[src/nlc_pkg.sv]
`default_nettype none

package nlc_pkg;

	localparam int NUM_CH     = 16;
	localparam int CH_W       = 4;
	localparam int DATA_W     = 32;
	localparam int FRAC_BITS  = 16;
	localparam int SAMPLE_W   = 21;
	localparam int POLY_ORDER = 5;
	localparam int ORD_W      = 3;
	localparam int NUM_WORDS  = 8;
	localparam int PIPE_DEPTH = 2;
	localparam int PASS_LEN   = NUM_CH + PIPE_DEPTH;
	localparam int PASS_CNT_W = $clog2(PASS_LEN);

	// Calibration word select, coefficients first
	typedef enum logic [2:0] {
		W_C0, W_C1, W_C2, W_C3, W_C4, W_C5,
		W_NEG_MEAN    = 3'd6,
		W_RECIP_STDEV = 3'd7
	} nlc_word_t;

	typedef enum logic [2:0] {STEP_CENTER, STEP_SCALE, STEP_ADD, STEP_MUL, STEP_OUT} nlc_step_t;

	typedef enum logic [2:0] {ST_IDLE, ST_CENTER, ST_SCALE, ST_ADD, ST_MUL, ST_OUT} nlc_state_t;

	// Q16.16 product, truncated toward minus infinity
	function automatic logic [DATA_W-1:0] mul_q(input logic signed [DATA_W-1:0] a,
		input logic signed [DATA_W-1:0] b);
		logic signed [2*DATA_W-1:0] p;
		p = a * b;
		return DATA_W'(p >>> FRAC_BITS);
	endfunction

	function automatic logic [DATA_W-1:0] sample_to_q(input logic [SAMPLE_W-1:0] s);
		logic [DATA_W-1:0] ext;
		ext = {{(DATA_W-SAMPLE_W){s[SAMPLE_W-1]}}, s};
		return ext << FRAC_BITS;
	endfunction

endpackage

`default_nettype wire

[src/nlc_issue_if.sv]
`timescale 1ns/1ps
`default_nettype none

// One operation per cycle from the sequencer
interface nlc_issue_if;
	import nlc_pkg::*;

	logic valid;
	nlc_step_t step;
	logic [ORD_W-1:0] ord;
	logic [CH_W-1:0] ch; // Also the result read address in ST_OUT

	modport seq (output valid, step, ord, ch);
	modport store (input step, ord, ch);
	modport work (input ch);
	modport pipe (input valid, step, ch);
endinterface

`default_nettype wire

[src/nlc_wb_if.sv]
`timescale 1ns/1ps
`default_nettype none

interface nlc_wb_if;
	import nlc_pkg::*;

	logic valid;
	nlc_step_t step;
	logic [CH_W-1:0] ch;
	logic [DATA_W-1:0] data;

	modport pipe (output valid, step, ch, data);
	modport work (input valid, step, ch, data);
endinterface

`default_nettype wire

[src/nlc_work_regs.sv]
`timescale 1ns/1ps
`default_nettype none

module nlc_work_regs (
	input  logic clk,
	input  logic sample_we,
	input  logic [nlc_pkg::CH_W-1:0] sample_ch,
	input  logic [nlc_pkg::SAMPLE_W-1:0] sample_data,
	nlc_issue_if.work bus,
	nlc_wb_if.work wb,
	output logic [nlc_pkg::DATA_W-1:0] acc,
	output logic [nlc_pkg::DATA_W-1:0] norm
);
	import nlc_pkg::*;

	logic [DATA_W-1:0] acc_mem [NUM_CH];
	logic [DATA_W-1:0] norm_mem [NUM_CH];

	always_ff @(posedge clk) begin
		if (sample_we)
			acc_mem[sample_ch] <= sample_to_q(sample_data);
		if (wb.valid) begin
			if (wb.step == STEP_SCALE) begin
				norm_mem[wb.ch] <= wb.data;
				acc_mem[wb.ch]  <= '0; // Horner starts from zero
			end else begin
				acc_mem[wb.ch] <= wb.data;
			end
		end
	end

	// Combinational read at the issue channel
	assign acc  = acc_mem[bus.ch];
	assign norm = norm_mem[bus.ch];

endmodule

`default_nettype wire

[src/flat_wrapper.sv]
// flat-port wrapper written by rule: the top's interface ports become plain ports
module nlc_work_regs_flat import nlc_pkg::*;
  (clk, sample_we, sample_ch, sample_data, acc, norm, bus_ch, wb_valid, wb_step, wb_ch, wb_data);
  nlc_issue_if bus_i ();
  nlc_wb_if wb_i ();
  input  logic clk;
  input  logic sample_we;
  input  logic [nlc_pkg::CH_W-1:0] sample_ch;
  input  logic [nlc_pkg::SAMPLE_W-1:0] sample_data;
  output logic [nlc_pkg::DATA_W-1:0] acc;
  output logic [nlc_pkg::DATA_W-1:0] norm;
  input wire logic [$bits(bus_i.ch)-1:0] bus_ch;
  input wire logic [$bits(wb_i.valid)-1:0] wb_valid;
  input wire logic [$bits(wb_i.step)-1:0] wb_step;
  input wire logic [$bits(wb_i.ch)-1:0] wb_ch;
  input wire logic [$bits(wb_i.data)-1:0] wb_data;
  assign bus_i.ch = bus_ch;
  assign wb_i.valid = wb_valid;
  assign wb_i.step = wb_step;
  assign wb_i.ch = wb_ch;
  assign wb_i.data = wb_data;
  nlc_work_regs u_core (.clk(clk), .sample_we(sample_we), .sample_ch(sample_ch), .sample_data(sample_data), .bus(bus_i), .wb(wb_i), .acc(acc), .norm(norm));
endmodule
[config.mk]
export PLATFORM = sky130hd
export DESIGN_NAME = nlc_work_regs_flat
export DESIGN_NICKNAME = d
export VERILOG_FILES = /design/src/nlc_pkg.sv /design/src/nlc_issue_if.sv /design/src/nlc_wb_if.sv /design/src/nlc_work_regs.sv /design/src/flat_wrapper.sv
export SDC_FILE = /design/constraint.sdc
export NUM_CORES = 1
export LEC_CHECK = 0
export ABC_CLOCK_PERIOD_IN_PS = 5350
export BUFFER_PORTS_ARGS = -buffer_cell sky130_fd_sc_hd__buf_2
export CAP_MARGIN = 20
export CORE_MARGIN = 5
export CORE_UTILIZATION = 45
export DETAILED_ROUTE_END_ITERATION = 8
export GPL_TIMING_DRIVEN = 1
export PLACE_DENSITY = 0.59
export SLEW_MARGIN = 40
export SYNTH_ARGS = -nofsm -noshare
export SYNTH_HDL_FRONTEND = slang
export SYNTH_SLANG_ARGS = --single-unit
[constraint.sdc]
create_clock -name clk -period 5.35 [get_ports clk]
set_input_delay 0.2675 -clock clk [delete_from_list [all_inputs] [get_ports clk]]
set_output_delay 0.2675 -clock clk [all_outputs]
set_load 0.05 [all_outputs]
### Word-level counts from Yosys, hierarchy flattened

Memories as Yosys holds them, arrays and structs flattened.
Cells that the tools add are included.

| word-level totals | value |
|---|---|
| memories | 2 |
| flip-flop bits (word level) | 0 |
| input port bits | 71 |
| RAM bits | 1024 |
| output and inout bits | 64 |

Memories:

| memory | depth | width | read ports | clocked after Yosys merged registers in | wr ports | line | RTL |
|---|---|---|---|---|---|---|---|
| u_core.acc_mem | 16 | 32 | 1 | 0 | 2 | nlc_work_regs.sv:16 | `logic [DATA_W-1:0] acc_mem [NUM_CH];` |
| u_core.norm_mem | 16 | 32 | 1 | 0 | 1 | nlc_work_regs.sv:17 | `logic [DATA_W-1:0] norm_mem [NUM_CH];` |

| cells by class | value |
|---|---|
| bitwise gates (word level) | 1 |
| mux-type cells | 9 |
| equal/unequal tests | 1 |

Operator list:

| operator | number |
|---|---|
| $mux 32 | 1 |
| $mux 1 | 8 |
| $eq 3x1->1 const B | 1 |
| $or 1x1->1 | 1 |

### Logic depth before layout (Yosys ltp)

Gate-level depths: netlist of run 1.

| depth | value |
|---|---|
| depth after elaboration | 5 |
| gate-level depth with buffers | 7 |
| mapped depth without buffers | 3 |

### Least setup slack after synthesis of run 1

OpenSTA, ideal clock, no wires.

| timing | value |
|---|---|
| path type | input -> register |
| start point | input sample_ch[3] (netlist name) |
| end point | memory u_core.acc_mem[0][0] (enable) |
| path slack | 1.822 ns |
| arrival | 3.062 ns |
| setup time | 0.466 ns |
| required time | 4.884 ns |
| path buffers | 0 |
| cell stages on the path | 2 |
| cells stage by stage | or3b_2 -> o21ai_0 |

RTL lines:

| item | line | RTL |
|---|---|---|
| start, declared | flat_wrapper.sv:8 | `input logic [nlc_pkg::CH_W-1:0] sample_ch;` |
| end, declared | nlc_work_regs.sv:16 |  |

### Worst setup path after layout of run 1

| timing | value |
|---|---|
| start point | input wb_ch[1] |
| end point | memory u_core.norm_mem[0][23] (enable) |

RTL lines:

| item | line | RTL |
|---|---|---|
| start, declared | flat_wrapper.sv:15 | `input wire logic [$bits(wb_i.ch)-1:0] wb_ch;` |
| end, declared | nlc_work_regs.sv:17 |  |

No word-level cell before the write port.

==> out/metrics.csv, run 1 <==
metric,value,unit
routed via count,24020,
CTS Hold Bufs,13,
register area share after synthesis,0.7188,
largest net degree at the start of global routing,65,
Crit Path Max Fanout,18,
power consumption,17.36,mW
max frequency,341.9,MHz
Yosys warnings,0,
Critical Path RT,5700,ps
final critical-path share of the clock period,0.5467,
met2 wire len,60.15,mm
clk buf depth,3,
HP Class,in2reg,
GR Overflow Total,0,
share of post-route cells with drive strength above 1,0.2914,
core area,94730,sq um
crit start category,input port,
syn_area_per_cell,18.38,sq um
"commonest cells after routing, fill and taps aside","edfxtp_1 (1024), nor2_1 (259), mux4_2 (256), o2bb2ai_1 (184), a22oi_1 (128)",
H-Tree Depth,3,
initial antenna violation count,12,
simple-gate area share of the yosys netlist,0.04162,
setup violators final,0,
Synth Area in Adders,0,
max_cap viols,0,
IO Port Bufs,129,
mux cell area share after synthesis,0.1535,
Resized cells post-CTS,0,
largest family of logic cells by synthesized area,multiplexers,
clock sinks,1024,
root buf cell,clkbuf_16,
synthesis-stage register bit count,1024,
hold endpoint,u_core.norm_mem[14][6],
critical path type,in2reg,
Die Wd,318.3,um
Post-Syn Nets,2398,
leakage,14.89,nW
hold path cells,1,
"Reg clk slew, reported paths",60,ps
crit path time final,2925,ps
count of different cell masters after synthesis,27,
Final TNS setup,0,ps
detailed-router iteration count before antenna repair,7,
WL met1,46.32,mm
min-delay src,wb_data[6],
Fin. Hold Viols,0,
GPL Wtd Cong,0.8348,
cell area power density,354.5,nW/um^2
Post-Syn Instances,2327,
NumNets Final,2541,
Compound-Gate Fraction of Synth Area,0.06207,
# rows,113,
"antenna viol nets, final",0,
routed len/inst,31.75,um
number of global-route vias before repair,24910,
full die area,101300,sq um
max_slew headroom,0.3960,
DRT iter0 DRCs,2633,
status,finished clean,
top layer in use,met5,
crit end category,register,
Initial Utilization,0.4516,
setup repair bufs after CTS,0,
drt total wl,121.2,mm
GRT Util Overall,0.2359,
Slew @ Worst Pin,903.8,ps
Peak supply drop,0.2769,mV
Die Height,318.3,um
XOR/XNOR share of the synthesized area,0,
RSZ-0062 raised after global routing,no,
via/cell ratio,6.290,
# IOs,135,
routed wl met3,10.36,mm
placed insts,3613,
first-pass GRT wire length,174.5,mm
Area Overhead vs Synth,14.46,%
Max Slew Vio Count,0,
total CTS buffers,106,
final non-filler cell total,3818,
CTS tree,yes,
DRC,0,
"commonest non-fill, non-tap cell in the layout",edfxtp_1,
HPWL after DPL,70.51,mm
arrival time at the worst endpoint,3270,ps
Post-Syn Area,42780,sq um
## critical path, stage by stage
cell	delay (ps)
buf_2	120
nor2_1	580
nand3_1	800
buf_4	420
nor2_4	640
buf_4	410
## registers in the layout, summed over array words and instances (netlist names)
| signal | flops |
|---|---|
| u_core.acc_mem | 512 |
| u_core.norm_mem | 512 |
## where the power goes
| part | switching [mW] | internal [mW] |
|---|---|---|
| combinational | 0.916 | 0.441 |
| clock | 3.05 | 3.94 |
| sequential | 0.0372 | 8.98 |
## cell type report
class,instances,area [sq um]
Inverter,4,15.01
Timing Repair Buffer,245,1962
Multi-Input combinational cell,1089,11400
Clock inverter,55,498.0
Fill cell,7690,45760
Tap cell,1265,1583
Clock buffer,133,2754
Sequential cell,1024,30750
Antenna cell,3,7.507
## through the flow
| step | area (sq um) | worst slack, ps | utilization | hold slack (ps) |
|---|---|---|---|---|
| final | 48960 | 2425 | 0.5169 | 43.27 |
| after global routing | 48960 | 2191 | 0.5168 | 14.81 |
| after CTS | 48910 | 2301 | 0.5163 | 2.732 |
| after detailed placement | 45520 | 1784 | 0.4806 | 689.1 |
| after global placement | 45040 | 1715 | 0.4754 | 676.2 |
| after floorplan | 42780 | 1822 | - | 366.4 |
## kinds of logic after synthesis
family | Yosys count
simple gates | 433
flops | 1024
compound gates | 328
mux | 328
buf+inv | 214
## Yosys cell counts
cell / count / area, sq um
a22oi_1: 128 / 960.9
and2_1: 2 / 12.51
and3_1: 13 / 81.33
buf_1: 19 / 71.32
buf_2: 69 / 345.3
buf_4: 8 / 60.06
buf_6: 14 / 157.7
clkbuf_1: 100 / 375.4
edfxtp_1: 1024 / 30750
inv_1: 4 / 15.01
mux2_2: 65 / 732.0
mux2i_1: 7 / 70.07
mux4_2: 256 / 5766
nand2_1: 77 / 289.0
nand2b_1: 2 / 12.51
nand3_1: 47 / 235.2
nand3_2: 1 / 10.01
nand3b_1: 2 / 15.01
nand4_1: 4 / 25.02
nor2_1: 275 / 1032
nor2b_1: 7 / 43.79
o21ai_0: 15 / 75.07
o21bai_1: 1 / 7.510
o2bb2ai_1: 184 / 1612
or2_2: 1 / 6.260
or3b_1: 1 / 8.760
or3b_2: 1 / 8.760
## layer usage
| layer | track usage | vias to the layer above |
|---|---|---|
| met3 | 0.04983 | 250 |
| met4 | 0.07418 | 12 |
| met2 | 0.3959 | 1168 |
| met5 | 0 | - |
| li1 | - | 9814 |
| met1 | 0.3128 | 12770 |
## how the worst max path moves through the flow
stage | start | end | slack (ps)
5_1_grt | bus_ch[0] | norm[3] | 2190
3_3_place_gp | wb_ch[0] | u_core.norm_mem[13][13] | 1710
3_5_place_dp | wb_ch[1] | u_core.norm_mem[0][30] | 1780
2_1_floorplan | sample_ch[3] | u_core.acc_mem[0][0] | 1820
6_report | wb_ch[1] | u_core.norm_mem[0][23] | 2430
4_1_cts | bus_ch[0] | norm[4] | 2300
Power figures use the tool's default switching activity.
==> inputs of run 2 (changes only) <==
ABC_CLOCK_PERIOD_IN_PS = 3000   (was 5350)
clock period = 3 ns   (was 5.35 ns; I/O delays follow)
==> out/metrics.csv, run 2 (synthesis results as in run 1) <==
metric,value,unit,change
cell area power density,622.7,nW/um^2,was 354.5 nW/um^2
DRC,0,,unchanged
first-pass GRT wire length,178.9,mm,was 174.5 mm
final critical-path share of the clock period,0.8424,,
Crit Path Max Fanout,1,,was 18
crit path max-delay cell type,mux4_2,,was nand3_1
crit end category,output port,,was register
Slew @ Worst Pin,884.0,ps,was 903.8 ps
critical path type,reg2out,,was in2reg
"Critical Path, Cell by Cell",mux4_2 > a22oi_1 > nand2_1 > buf_2,,was buf_2 > nor2_1 > nand3_1 > buf_4 > nor2_4 > buf_4
Initial Utilization,0.4516,,unchanged
crit start category,register,,was input port
IO Port Bufs,129,,unchanged
largest net degree at the start of global routing,65,,unchanged
drt total wl,124.6,mm,was 121.2 mm
status,finished clean,,unchanged
core area,94730,sq um,unchanged
Max Slew Vio Count,0,,unchanged
multi-input logic area,11350,sq um,was 11400 sq um
arrival time at the worst endpoint,2380,ps,was 3270 ps
# fillers,7586,,was 7690
GPL Wtd Cong,0.8701,,was 0.8348
max frequency,395.7,MHz,
post-layout util,0.5288,,was 0.5169
CTS tree,yes,,unchanged
leading registers by flop count,"u_core.acc_mem x512, u_core.norm_mem x512",,unchanged
GRT Util Overall,0.2429,,was 0.2359
hold endpoint,u_core.acc_mem[13][21],,was u_core.norm_mem[14][6]
clk buf depth,3,,unchanged
detailed-router iteration count before antenna repair,6,,was 7
Fin. Hold Viols,0,,unchanged
"commonest non-fill, non-tap cell in the layout",edfxtp_1,,unchanged
"antenna viol nets, final",0,,unchanged
max_cap viols,0,,unchanged
power consumption,31.19,mW,was 17.36 mW
# rows,113,,unchanged
GR Overflow Total,0,,unchanged
Area Overhead vs Synth,17.11,%,was 14.46%
routed via count,24460,,was 24020
via/cell ratio,6.236,,was 6.290
setup violators final,0,,unchanged
hold path cells,2,,was 1
HPWL after DPL,74.30,mm,was 70.51 mm
Critical Path RT,2850,ps,was 5700 ps
DRT iter0 DRCs,2898,,was 2633
crit-path max cell delay,500,ps,was 800 ps
# IOs,135,,unchanged
RSZ-0062 raised after global routing,no,,unchanged
Die Wd,318.3,um,unchanged
total CTS buffers,106,,unchanged
clock sinks,1024,,unchanged
routed len/inst,31.77,um,was 31.75 um
H-Tree Depth,3,,unchanged
crit path time final,2527,ps,
Die Height,318.3,um,unchanged
min-delay src,sample_data[5],,was wb_data[6]
share of post-route cells with drive strength above 1,0.3018,,was 0.2914
Peak supply drop,0.4434,mV,was 0.2769 mV
initial antenna violation count,9,,was 12
Storage cell area,30750,sq um,unchanged
number of global-route vias before repair,25130,,was 24910
leakage,15.41,nW,was 14.89 nW
HP Class,in2reg,,unchanged
NumNets Final,2640,,was 2541
"Reg clk slew, reported paths",60,ps,about the same
"commonest cells after routing, fill and taps aside","edfxtp_1 (1024), nor2_1 (259), mux4_2 (256), o2bb2ai_1 (184), a22oi_1 (128)",,unchanged
full die area,101300,sq um,unchanged
root buf cell,clkbuf_16,,unchanged
max_slew headroom,0.4084,,was 0.3960
## run 2: cell types whose count changed in the layout (fill, tap and decap cells not counted), moves of 3 or more
cell,change
nand3_2,-6
nand3_1,+7
buf_4,+33
buf_16,-8
clkinv_1,+3
dlygate4sd3_1,+34
buf_12,+36
diode_2,+3
buf_8,+6
## run 2: timing repair
action,in CTS,in global routing
gates resized for setup,0,0
hold endpoints to repair,699,0
hold buffers,47,0
buffers inserted,0,0
## run 2: how the worst max path moves through the flow
| stage | slack, ps | from | cells past startpoint | to |
|---|---|---|---|---|
| 3_5_place_dp | 560 | wb_step[0] | 5 | u_core.acc_mem[2][22] |
| 6_report | 470 | u_core.acc_mem[3][31] | 4 | acc[31] |
| 4_1_cts | 470 | u_core.acc_mem[3][31] | 4 | acc[31] |
| 5_1_grt | 450 | u_core.acc_mem[3][31] | 4 | acc[31] |
| 3_3_place_gp | 380 | sample_ch[3] | 4 | u_core.acc_mem[7][19] |
| 2_1_floorplan | -410 | sample_ch[3] | 2 | u_core.acc_mem[0][0] |
## run 2: area by class of cell
class | count | area share
inverter | 4 | 0.0002997
sequential | 1024 | 0.6138
multi-input combinational | 1089 | 0.2266
tap | 1265 | 0.03159
timing repair buffer | 344 | 0.06196
clock buffer | 133 | 0.05540
clock inverter | 57 | 0.01009
antenna | 6 | 0.0002997
## run 2: metrics by stage
step                hold slack, ps  area, sq um  worst slack [ps]  setup TNS (ps)  cells
floorplan                    248.9        42780            -410.5          -39400   2327
global placement             530.4        46000             382.8               0   3661
detailed placement           555.2        46270             564.2               0   3677
CTS                          7.422        50020             468.8               0   3914
global route                 37.75        50090             452.2               0   3919
finish                       41.27        50100             472.7               0   3922
## run 2: layer usage
layer	GRT usage	vias to the layer above	share of wire
met5	0	-	0.00022
met2	0.4058	1301	0.50
met4	0.07583	6	0.033
li1	-	10010	-
met3	0.04550	270	0.084
met1	0.3279	12870	0.39
## run 2: critical path, delay by kind of cell, from the launching register on
family | cells | cell delay (ps)
buffers and inverters | 1 | 270
AO/OA/AOI/OAI | 1 | 290
flip-flops | 1 | 400
multiplexers | 1 | 500
AND/OR/NAND/NOR | 1 | 230
## run 2: report_power, final
part	leakage, nW	internal [mW]	switching, mW	total [mW]
Clock	1.59	7.21	5.34	12.5
Sequential	8.77	16.0	0.0667	16.1
Combinational	5.05	0.893	1.67	2.56
